==> src/rtl/lcd_pkg.sv <==
package lcd_pkg;

	// Raster of the 800x480 panel, blanking first on every line and frame
	localparam int H_ACTIVE = 800;
	localparam int H_BLANK  = 256;
	localparam int H_TOTAL  = H_BLANK + H_ACTIVE;
	localparam int V_ACTIVE = 480;
	localparam int V_BLANK  = 45;
	localparam int V_TOTAL  = V_BLANK + V_ACTIVE;
	localparam int H_CNT_W  = $clog2(H_TOTAL);
	localparam int V_CNT_W  = $clog2(V_TOTAL);

	// Test card grid
	localparam int TILE_COLS  = 5;
	localparam int TILE_ROWS  = 3;
	localparam int TILE_SIZE  = H_ACTIVE / TILE_COLS;
	localparam int TILE_CNT_W = $clog2(TILE_SIZE);

	localparam int BPP = 8;
	localparam logic [BPP-1:0] COLOR_ON  = '1;
	localparam logic [BPP-1:0] COLOR_OFF = '0;

	// Order follows (col - row) mod 3
	typedef enum logic [1:0] {
		RED,
		BLUE,
		GREEN
	} tile_color_e;

	// Backlight breathing
	localparam int PWM_PERIOD = 1000;
	localparam int PWM_W      = $clog2(PWM_PERIOD + 1);
	localparam logic [PWM_W-1:0] PWM_STEP = 10;

	typedef enum logic {
		PWM_RISE,
		PWM_FALL
	} pwm_dir_e;

endpackage
==> src/rtl/scan_if.sv <==
interface scan_if;

	// Levels, high inside the active part of the line or frame
	logic h_active;
	logic v_active;
	// Single-cycle strobes on the last count
	logic line_end;
	logic frame_end;

	modport timer (
		output h_active,
		output v_active,
		output line_end,
		output frame_end
	);

	modport locator (
		input h_active,
		input v_active,
		input line_end,
		input frame_end
	);

endinterface

==> src/rtl/lcd_panel_top.sv <==
module lcd_panel_top (
	input  logic                    clk_33MHz_i,
	input  logic                    rst_n_i,
	output logic [lcd_pkg::BPP-1:0] lcd_r_o,
	output logic [lcd_pkg::BPP-1:0] lcd_g_o,
	output logic [lcd_pkg::BPP-1:0] lcd_b_o,
	output logic                    lcd_de_o,
	output logic                    lcd_pwm_o
);

	lcd_pkg::tile_color_e tile_color;
	logic                 pix_active;

	scan_if scan ();

	// Video path: raster timer, tile locator, shader
	scan_timer i_scan_timer (
		.clk_33MHz_i (clk_33MHz_i),
		.rst_n_i     (rst_n_i),
		.scan        (scan.timer)
	);

	tile_locator i_tile_locator (
		.clk_33MHz_i  (clk_33MHz_i),
		.rst_n_i      (rst_n_i),
		.scan         (scan.locator),
		.tile_color_o (tile_color),
		.pix_active_o (pix_active)
	);

	pixel_shader i_pixel_shader (
		.clk_33MHz_i  (clk_33MHz_i),
		.rst_n_i      (rst_n_i),
		.tile_color_i (tile_color),
		.pix_active_i (pix_active),
		.lcd_r_o      (lcd_r_o),
		.lcd_g_o      (lcd_g_o),
		.lcd_b_o      (lcd_b_o),
		.lcd_de_o     (lcd_de_o)
	);

	// Backlight runs on its own beside the video path
	backlight_dimmer i_backlight_dimmer (
		.clk_33MHz_i (clk_33MHz_i),
		.rst_n_i     (rst_n_i),
		.lcd_pwm_o   (lcd_pwm_o)
	);

endmodule

==> src/rtl/backlight_dimmer.sv <==
module backlight_dimmer (
	input  logic clk_33MHz_i,
	input  logic rst_n_i,
	output logic lcd_pwm_o
);

	logic [lcd_pkg::PWM_W-1:0] pwm_cnt;
	logic [lcd_pkg::PWM_W-1:0] threshold;
	logic                      pwm_wrap;
	lcd_pkg::pwm_dir_e         dir;

	assign pwm_wrap = (pwm_cnt == lcd_pkg::PWM_PERIOD - 1);

	always_ff @(posedge clk_33MHz_i or negedge rst_n_i) begin
		if (!rst_n_i) begin
			pwm_cnt <= '0;
		end else if (pwm_wrap) begin
			pwm_cnt <= '0;
		end else begin
			pwm_cnt <= pwm_cnt + 1'b1;
		end
	end

	// Threshold moves once per period; a turn-around holds it one more period
	always_ff @(posedge clk_33MHz_i or negedge rst_n_i) begin
		if (!rst_n_i) begin
			dir       <= lcd_pkg::PWM_RISE;
			threshold <= '0;
		end else if (pwm_wrap) begin
			case (dir)
				lcd_pkg::PWM_RISE: begin
					if (threshold >= lcd_pkg::PWM_PERIOD) begin
						dir <= lcd_pkg::PWM_FALL;
					end else begin
						threshold <= threshold + lcd_pkg::PWM_STEP;
					end
				end
				default: begin
					if (threshold == '0) begin
						dir <= lcd_pkg::PWM_RISE;
					end else begin
						threshold <= threshold - lcd_pkg::PWM_STEP;
					end
				end
			endcase
		end
	end

	// High for the first threshold counts of each period
	always_ff @(posedge clk_33MHz_i or negedge rst_n_i) begin
		if (!rst_n_i) begin
			lcd_pwm_o <= 1'b0;
		end else begin
			lcd_pwm_o <= (pwm_cnt < threshold);
		end
	end

endmodule

==> src/rtl/pixel_shader.sv <==
module pixel_shader (
	input  logic                      clk_33MHz_i,
	input  logic                      rst_n_i,
	input  lcd_pkg::tile_color_e      tile_color_i,
	input  logic                      pix_active_i,
	output logic [lcd_pkg::BPP-1:0]   lcd_r_o,
	output logic [lcd_pkg::BPP-1:0]   lcd_g_o,
	output logic [lcd_pkg::BPP-1:0]   lcd_b_o,
	output logic                      lcd_de_o
);

	logic [lcd_pkg::BPP-1:0] r_nxt;
	logic [lcd_pkg::BPP-1:0] g_nxt;
	logic [lcd_pkg::BPP-1:0] b_nxt;

	// Pure primaries only, black outside the active area
	always_comb begin
		r_nxt = lcd_pkg::COLOR_OFF;
		g_nxt = lcd_pkg::COLOR_OFF;
		b_nxt = lcd_pkg::COLOR_OFF;
		if (pix_active_i) begin
			case (tile_color_i)
				lcd_pkg::RED:   r_nxt = lcd_pkg::COLOR_ON;
				lcd_pkg::BLUE:  b_nxt = lcd_pkg::COLOR_ON;
				lcd_pkg::GREEN: g_nxt = lcd_pkg::COLOR_ON;
				default:        r_nxt = lcd_pkg::COLOR_OFF;
			endcase
		end
	end

	always_ff @(posedge clk_33MHz_i or negedge rst_n_i) begin
		if (!rst_n_i) begin
			lcd_r_o  <= lcd_pkg::COLOR_OFF;
			lcd_g_o  <= lcd_pkg::COLOR_OFF;
			lcd_b_o  <= lcd_pkg::COLOR_OFF;
			lcd_de_o <= 1'b0;
		end else begin
			lcd_r_o  <= r_nxt;
			lcd_g_o  <= g_nxt;
			lcd_b_o  <= b_nxt;
			lcd_de_o <= pix_active_i;
		end
	end

endmodule

==> src/rtl/tile_locator.sv <==
module tile_locator (
	input  logic                 clk_33MHz_i,
	input  logic                 rst_n_i,
	scan_if.locator              scan,
	output lcd_pkg::tile_color_e tile_color_o,
	output logic                 pix_active_o
);

	logic [lcd_pkg::TILE_CNT_W-1:0] pix_cnt;
	logic [lcd_pkg::TILE_CNT_W-1:0] line_cnt;
	logic                           pix_last;
	logic                           line_last;
	lcd_pkg::tile_color_e           cur_color;
	lcd_pkg::tile_color_e           row_color;
	lcd_pkg::tile_color_e           row_next;

	// One tile to the right
	function automatic lcd_pkg::tile_color_e color_inc(input lcd_pkg::tile_color_e c);
		case (c)
			lcd_pkg::RED:  color_inc = lcd_pkg::BLUE;
			lcd_pkg::BLUE: color_inc = lcd_pkg::GREEN;
			default:       color_inc = lcd_pkg::RED;
		endcase
	endfunction

	// One tile down
	function automatic lcd_pkg::tile_color_e color_dec(input lcd_pkg::tile_color_e c);
		case (c)
			lcd_pkg::RED:   color_dec = lcd_pkg::GREEN;
			lcd_pkg::GREEN: color_dec = lcd_pkg::BLUE;
			default:        color_dec = lcd_pkg::RED;
		endcase
	endfunction

	assign pix_last  = (pix_cnt == lcd_pkg::TILE_SIZE - 1);
	assign line_last = (line_cnt == lcd_pkg::TILE_SIZE - 1);

	// Colour of tile column 0 on the line that starts next
	always_comb begin
		row_next = row_color;
		if (scan.frame_end) begin
			row_next = lcd_pkg::RED;
		end else if (scan.line_end && scan.v_active && line_last) begin
			row_next = color_dec(row_color);
		end
	end

	// Lines inside the current tile row
	always_ff @(posedge clk_33MHz_i or negedge rst_n_i) begin
		if (!rst_n_i) begin
			line_cnt  <= '0;
			row_color <= lcd_pkg::RED;
		end else begin
			row_color <= row_next;
			if (scan.frame_end) begin
				line_cnt <= '0;
			end else if (scan.line_end && scan.v_active) begin
				line_cnt <= line_last ? '0 : line_cnt + 1'b1;
			end
		end
	end

	// Pixels inside the current tile, cur_color is valid for the present count
	always_ff @(posedge clk_33MHz_i or negedge rst_n_i) begin
		if (!rst_n_i) begin
			pix_cnt   <= '0;
			cur_color <= lcd_pkg::RED;
		end else if (scan.line_end) begin
			pix_cnt   <= '0;
			cur_color <= row_next;
		end else if (scan.h_active) begin
			if (pix_last) begin
				pix_cnt   <= '0;
				cur_color <= color_inc(cur_color);
			end else begin
				pix_cnt <= pix_cnt + 1'b1;
			end
		end
	end

	always_ff @(posedge clk_33MHz_i or negedge rst_n_i) begin
		if (!rst_n_i) begin
			tile_color_o <= lcd_pkg::RED;
			pix_active_o <= 1'b0;
		end else begin
			tile_color_o <= cur_color;
			pix_active_o <= scan.h_active && scan.v_active;
		end
	end

endmodule

==> src/rtl/scan_timer.sv <==
module scan_timer (
	input logic   clk_33MHz_i,
	input logic   rst_n_i,
	scan_if.timer scan
);

	logic [lcd_pkg::H_CNT_W-1:0] h_cnt;
	logic [lcd_pkg::V_CNT_W-1:0] v_cnt;
	logic                        h_last;
	logic                        v_last;

	assign h_last = (h_cnt == lcd_pkg::H_TOTAL - 1);
	assign v_last = (v_cnt == lcd_pkg::V_TOTAL - 1);

	// Pixel position on the line
	always_ff @(posedge clk_33MHz_i or negedge rst_n_i) begin
		if (!rst_n_i) begin
			h_cnt <= '0;
		end else if (h_last) begin
			h_cnt <= '0;
		end else begin
			h_cnt <= h_cnt + 1'b1;
		end
	end

	// Line number, steps once per horizontal wrap
	always_ff @(posedge clk_33MHz_i or negedge rst_n_i) begin
		if (!rst_n_i) begin
			v_cnt <= '0;
		end else if (h_last) begin
			if (v_last) begin
				v_cnt <= '0;
			end else begin
				v_cnt <= v_cnt + 1'b1;
			end
		end
	end

	// Blanking comes first, so active is simply at or past the blank width
	assign scan.h_active  = (h_cnt >= lcd_pkg::H_BLANK);
	assign scan.v_active  = (v_cnt >= lcd_pkg::V_BLANK);
	assign scan.line_end  = h_last;
	assign scan.frame_end = h_last && v_last;

endmodule

==> config.mk <==
export PLATFORM = sky130hd
export DESIGN_NAME = lcd_panel_top
export DESIGN_NICKNAME = d
export VERILOG_FILES = /design/src/rtl/lcd_pkg.sv /design/src/rtl/scan_if.sv /design/src/rtl/lcd_panel_top.sv /design/src/rtl/backlight_dimmer.sv /design/src/rtl/pixel_shader.sv /design/src/rtl/tile_locator.sv /design/src/rtl/scan_timer.sv
export SDC_FILE = /design/constraint.sdc
export NUM_CORES = 1
export LEC_CHECK = 0
export ABC_AREA = 1
export BUFFER_PORTS_ARGS = -buffer_cell sky130_fd_sc_hd__buf_2
export CAP_MARGIN = 20
export CORE_UTILIZATION = 47
export CTS_CLUSTER_DIAMETER = 100
export DETAILED_ROUTE_END_ITERATION = 7
export PLACE_DENSITY = 0.73
export SLEW_MARGIN = 20
export SYNTH_ARGS = -nofsm -noshare
export SYNTH_HDL_FRONTEND = slang
export SYNTH_HIERARCHICAL = 1
export SYNTH_SLANG_ARGS = --single-unit
export TNS_END_PERCENT = 100
==> constraint.sdc <==
create_clock -name clk_33MHz_i -period 2.3 [get_ports clk_33MHz_i]
set_input_delay 0.23 -clock clk_33MHz_i [delete_from_list [all_inputs] [get_ports clk_33MHz_i]]
set_output_delay 0.23 -clock clk_33MHz_i [all_outputs]
set_load 0.02 [all_outputs]
* Yosys cells after proc, flatten, opt, wreduce, memory -nomap -nowiden
Index checks and enable logic that the tools add are counted.
Operators by class: add/sub/neg operators 7, magnitude comparators 4, equal/unequal tests 11, mux-type cells 28, reductions and logical operators 13
Operators with widths (number):
- two-way mux 8 bit | 12
- two-way mux 10 bit | 5
- adder 10 x 1 -> 10 bit (second input constant) | 2
- == test 10 bit (second input constant) | 2
- adder 8 x 1 -> 8 bit (second input constant) | 2
- == test 8 bit (second input constant) | 2
- adder 11 x 1 -> 11 bit (second input constant) | 1
- == test 11 bit (second input constant) | 1
- >= comparator 11 x 9 -> 1 bit (second input constant) | 1
- two-way mux 11 bit | 1
- adder 10 x 4 -> 10 bit (second input constant) | 1
- >= comparator 10 bit (second input constant) | 1
- >= comparator 10 x 6 -> 1 bit (second input constant) | 1
- zero test 10 bit | 1
- less-than comparator 10 bit | 1
- two-way mux 2 bit | 5
- subtractor 10 x 4 -> 10 bit (second input constant) | 1
- case mux 2 bit (2 select lines) | 2
- zero test 2 bit | 3
- nonzero test 2 bit | 3
- == test 2 x 1 -> 1 bit (second input constant) | 2
- == test 2 bit (second input constant) | 2
- logical AND 1 bit | 4
- two-way mux 1 bit | 3
- other kinds (4) | 4
Word-level totals: register bits 91, input port bits 2, output and inout bits 26, word-level logic and storage cells 79

* Depth between registers and ports, before layout
depth in word-level cells 6, gate-level depth with buffers 15, mapped depth without buffers 14

* Cells and area by module
Netlist, hierarchy kept.
Modules (own cells, without submodules):
- backlight_dimmer | times used 1, cells an instance 222, area each 1585.3 um^2, sequential area each 525.5 um^2
- scan_timer | times used 1, cells an instance 157, area each 1209.9 um^2, sequential area each 525.5 um^2
- tile_locator | times used 1, cells an instance 148, area each 1184.9 um^2, sequential area each 575.6 um^2
- pixel_shader | times used 1, cells an instance 32, area each 284.0 um^2, sequential area each 100.1 um^2

* Least setup slack after synthesis
Ideal clock, no wire load.
path kind register -> register, start point register i_scan_timer/h_cnt[0] in the netlist's numbering, end point register i_tile_locator/line_cnt[7] in the netlist's numbering, setup time 0.123 ns, arrival 1.786 ns, required time 2.177 ns, setup slack 0.391 ns, stages on the path, launching flop included 16, path buffers 1, clock period less this slack 1.909 ns, cell sequence dfrtp_1 > ha_1 > nand2_1 > nor2_2 > nand2_2 > nor2_4 > buf_6 > inv_2 > nor2_1 > inv_1 > nand2_4 > inv_2 > nor2_1 > nand3_1 > o21ai_0 > a21oi_1
Between the ends: cells in the longest elaborated chain, start to end 3, elaborated cells between the ends (all ways) 5, those cells by class eq/ne (1); mux (1); reduce/logical (3)
RTL lines:
- start, declared | line scan_timer.sv:7 | logic [lcd_pkg::H_CNT_W-1:0] h_cnt;
- start signal, assigned | line scan_timer.sv:22 | h_cnt <= h_cnt + 1'b1;
- == test 11 bit * | line scan_timer.sv:12 | assign h_last = (h_cnt == lcd_pkg::H_TOTAL - 1);
- logical AND 1 bit * | line scan_timer.sv:43 | assign scan.frame_end = h_last && v_last;
- named net scan.frame_end | line scan_if.sv:8 | logic frame_end;
- two-way mux 8 bit or nonzero test 2 bit (tied branches)
- end signal, assigned | line tile_locator.sv:58 | line_cnt <= line_last ? '0 : line_cnt + 1'b1;
- end, declared | line tile_locator.sv:10 | logic [lcd_pkg::TILE_CNT_W-1:0] line_cnt;
The timed path passes the listed nets; every way through them passes the cells marked *. A chain may end at the register's enable or synchronous reset.

* Worst setup path in the final report
start point register i_scan_timer/h_cnt[0] in the netlist's numbering, end point register i_tile_locator/line_cnt[7] in the netlist's numbering
Between the ends: cells in the longest elaborated chain, start to end 3, elaborated cells between the ends (all ways) 5, those cells by class eq/ne (1); mux (1); reduce/logical (3)
RTL lines:
- == test 11 bit * | line scan_timer.sv:12
- named net scan.line_end | line scan_if.sv:7 | logic line_end;
- logical AND 1 bit * | line scan_timer.sv:43
- named net scan.frame_end | line scan_if.sv:8
- two-way mux 8 bit or nonzero test 2 bit (tied branches)
Marks and branches as above.

==> out/results.tsv <==
metric	value	unit
hold path endpoint	i_tile_locator/tile_color_o[0]	
maximum VDD drop	0.000312	V
WP data arrival	2.23	ns
number of inserted diodes	0	
number of global-route vias before repair	3333	
Clock Latency Late Sink	0.34	ns
status	finished clean	
TNS Setup	0	ns
WS Path Type	reg -> reg	
Syn Inst Count	559	
endpoints failing setup	0	
slowest stage delay, CP	0.39	ns
Min Hold Slack	0.420	ns
final wirelength	7980	um
CTS HTree Levels	3	
Synth cell types	36	
Min-Delay Path Class	reg -> reg	
period utilization	86.7	%
max-slew violation count	0	
Worst-path clk slew	0.08	ns
Post-DP HPWL	5820	um
RSZ-0062 raised after global routing	false	
clock sinks	69	
Die ar.	9460	sq um
sequence of cells on the critical path	ha_1 > nand2_1 > nor2_2 > nand2_2 > nor2_4 > inv_2 > nor2_1 > inv_1 > nand2_4 > inv_2 > nor2_1 > nand3_1 > o21ai_0 > a21oi_1	
area grow syn2layout	8.36	%
Total GRT Usage	18.4	%
Setup crit start kind	flip-flop	
hold_sp	i_tile_locator/cur_color[0]	
Synth async-reset ratio	100	%
I/O Buffers	27	
I/O pins	28	
#FFs+latches synth	69	
GPL Wtd Cong	0.864	
largest fanout on the critical path	9	
Worst R2R Path Depth	14	
CTS Root Cell	clkbuf_8	
Tmin final	1.99	ns
DR iter-0 viols	141	
post-DR vias/cell	5.01	
die height	97.3	um
Yosys top cell area share	40.5	%
Synth Flop Type	dfrtp_1	
vias	3458	
DR WL/cell	11.6	um
CTS max path bufs	2	
global-route wire length before repair	14300	um
Tot Pwr	2.39	mW
Syn Std Cell Area	4260	sq um
area leader, netlist	dfrtp_1	
Crit-path slowest cell	dfrtp_1	
Initial Util	48.7	%
hold-critical path depth	0	
Post-synth EDFFs	0	
Leakage Power	2.51	nW
most frequent cells in the layout	nand2_1 (140), inv_1 (78), dfrtp_1 (69)	
Seq. cell area	1730	sq um
drt drc	0	
reg-to-reg slack, setup	0.31	ns
worst endpoint required time	2.53	ns
Fill cells	817	
initial antenna violation count	0	
Final Hold Vio Count	0	
register area share after synthesis	40.5	%
Rel. slew slack	71.6	%
Fmax achieved	501	MHz
chip width	97.3	um
clk_skew	0.00757	ns
DRT antenna net count	0	
max_cap viols	0	
PD cells	516	nW/um^2
top cells by area, synth	dfrtp_1 (40%), nand2_1 (12%), ha_1 (7.0%)	
commonest non-fill, non-tap cell in the layout	nand2_1	
layout cells sized above 1	14.8	%
worst slew pin tran	0.426	ns
TritonCTS Buffers	9	
num rows	34	
worst flop-to-flop path startpoint	i_scan_timer/h_cnt[0]	
Pre-Repair DR Iteration Count	4	
Ys Warns	6	
Net Count, Synth	586	
FF-to-FF End	i_tile_locator/line_cnt[7]	
Worst setup EP type	flip-flop	
total gr overflow	0	
Post-Syn Area per Cell	7.63	sq um
CORE AREA	8760	sq um
footprint of the multi-input gates	2020	sq um
CTS tree	yes	
nets@finish	604	
largest net degree at the start of global routing	70	
-- worst max-delay path, delay by kind of cell (launching register included) --
kind / cells / cell delay [ns]
adders and majority gates: 1 / 0.18
AOI/OAI and AO/OA: 2 / 0.22
and+or+nand+nor: 8 / 0.82
buffers and inverters: 3 / 0.28
DFF: 1 / 0.39
-- final cells by class --
| class | instances | share of cell area (%) |
|---|---|---|
| Multi-Input combinational cell | 378 | 43.7 |
| Sequential cell | 69 | 37.4 |
| Inverter | 88 | 7.18 |
| Timing Repair Buffer | 31 | 3.90 |
| Tap cell | 108 | 2.92 |
| Clock buffer | 9 | 2.68 |
| Clock inverter | 7 | 2.27 |
-- cells in the mapped netlist (2+ instances only) --
cell,instances
nand3_2,2
nand4_1,12
nor3_2,2
and3_2,2
inv_1,79
ha_1,24
nand3b_1,2
xnor2_1,2
a21oi_1,20
nand2_2,7
o21ai_0,19
buf_6,2
nor3_1,6
dfrtp_1,69
xor2_1,10
nand2_4,2
inv_2,8
nand2_1,140
or2_2,3
nor2_1,67
nand3_1,37
nor2_4,5
buf_4,22
nor2_2,5
-- sequential cells by signal (all words and copies together), names as in the netlist --
name,cells
i_backlight_dimmer/threshold,9
i_tile_locator/pix_cnt,8
i_pixel_shader/lcd_r_o,1
i_backlight_dimmer/dir,1
i_tile_locator/cur_color,2
i_pixel_shader/lcd_de_o,1
i_tile_locator/tile_color_o,2
i_scan_timer/v_cnt,10
i_pixel_shader/lcd_b_o,1
i_pixel_shader/lcd_g_o,1
i_tile_locator/line_cnt,8
i_tile_locator/pix_active_o,1
i_tile_locator/row_color,2
i_scan_timer/h_cnt,11
i_backlight_dimmer/lcd_pwm_o,1
i_backlight_dimmer/pwm_cnt,10
-- per-layer routing --
layer	GRT usage, %	share of wire, %
met5	0	0
met2	32.2	50
met3	3.09	2.1
met1	22.8	47
met4	6.56	0.71
-- cells by family (layout without fill, tap and decap cells) --
kind of cell | Yosys count | count (layout) | share of synthesized area, %
adder cells (fa/ha/maj) | 25 | 25 | 7.51
buffers and inverters | 112 | 135 | 12.2
XOR/XNOR | 12 | 12 | 2.46
AND/OR/NAND/NOR | 297 | 297 | 32.0
flip-flops | 69 | 69 | 40.5
AO/OA/AOI/OAI | 44 | 44 | 5.40
-- timing repair --
action / in CTS / in global routing
hold buffers: 1 / 0
buffers inserted: 0 / 0
resized for setup: 0 / 1
setup endpoints to repair: 0 / 1
endpoints found under the hold margin: 69 / 0
-- power by group --
group / internal [mW] / switching, mW
registers: 1.21 / 0
logic: 0.00530 / 0.0236
clock network: 0.630 / 0.515
total: 1.85 / 0.539
-- per-stage QoR --
| stage | setup WS (ns) | instances | utilization, % | cell area, sq um |
|---|---|---|---|---|
| 3_3_place_gp | 0.373 | 673 | 50.0 | 4380 |
| 4_1_cts | 0.298 | 690 | 52.7 | 4620 |
| 3_5_place_dp | 0.308 | 673 | 50.0 | 4380 |
| 2_1_floorplan | 0.391 | 559 | - | 4260 |
| 5_1_grt | 0.00468 | 690 | 52.7 | 4620 |
| 6_report | 0.305 | 690 | 52.7 | 4620 |
-- how the worst max path moves through the flow --
stage | from | endpoint | cells past startpoint
after global routing | i_scan_timer/h_cnt[0] | i_tile_locator/line_cnt[7] | 14
after floorplan | i_scan_timer/h_cnt[0] | i_tile_locator/line_cnt[7] | 15
after CTS | i_scan_timer/h_cnt[0] | i_tile_locator/line_cnt[7] | 14
after global placement | i_scan_timer/h_cnt[0] | i_tile_locator/line_cnt[7] | 14
final | i_scan_timer/h_cnt[0] | i_tile_locator/line_cnt[7] | 14
after detailed placement | i_scan_timer/h_cnt[0] | i_tile_locator/line_cnt[7] | 14
No activity file was read; power rests on OpenSTA's default activity.
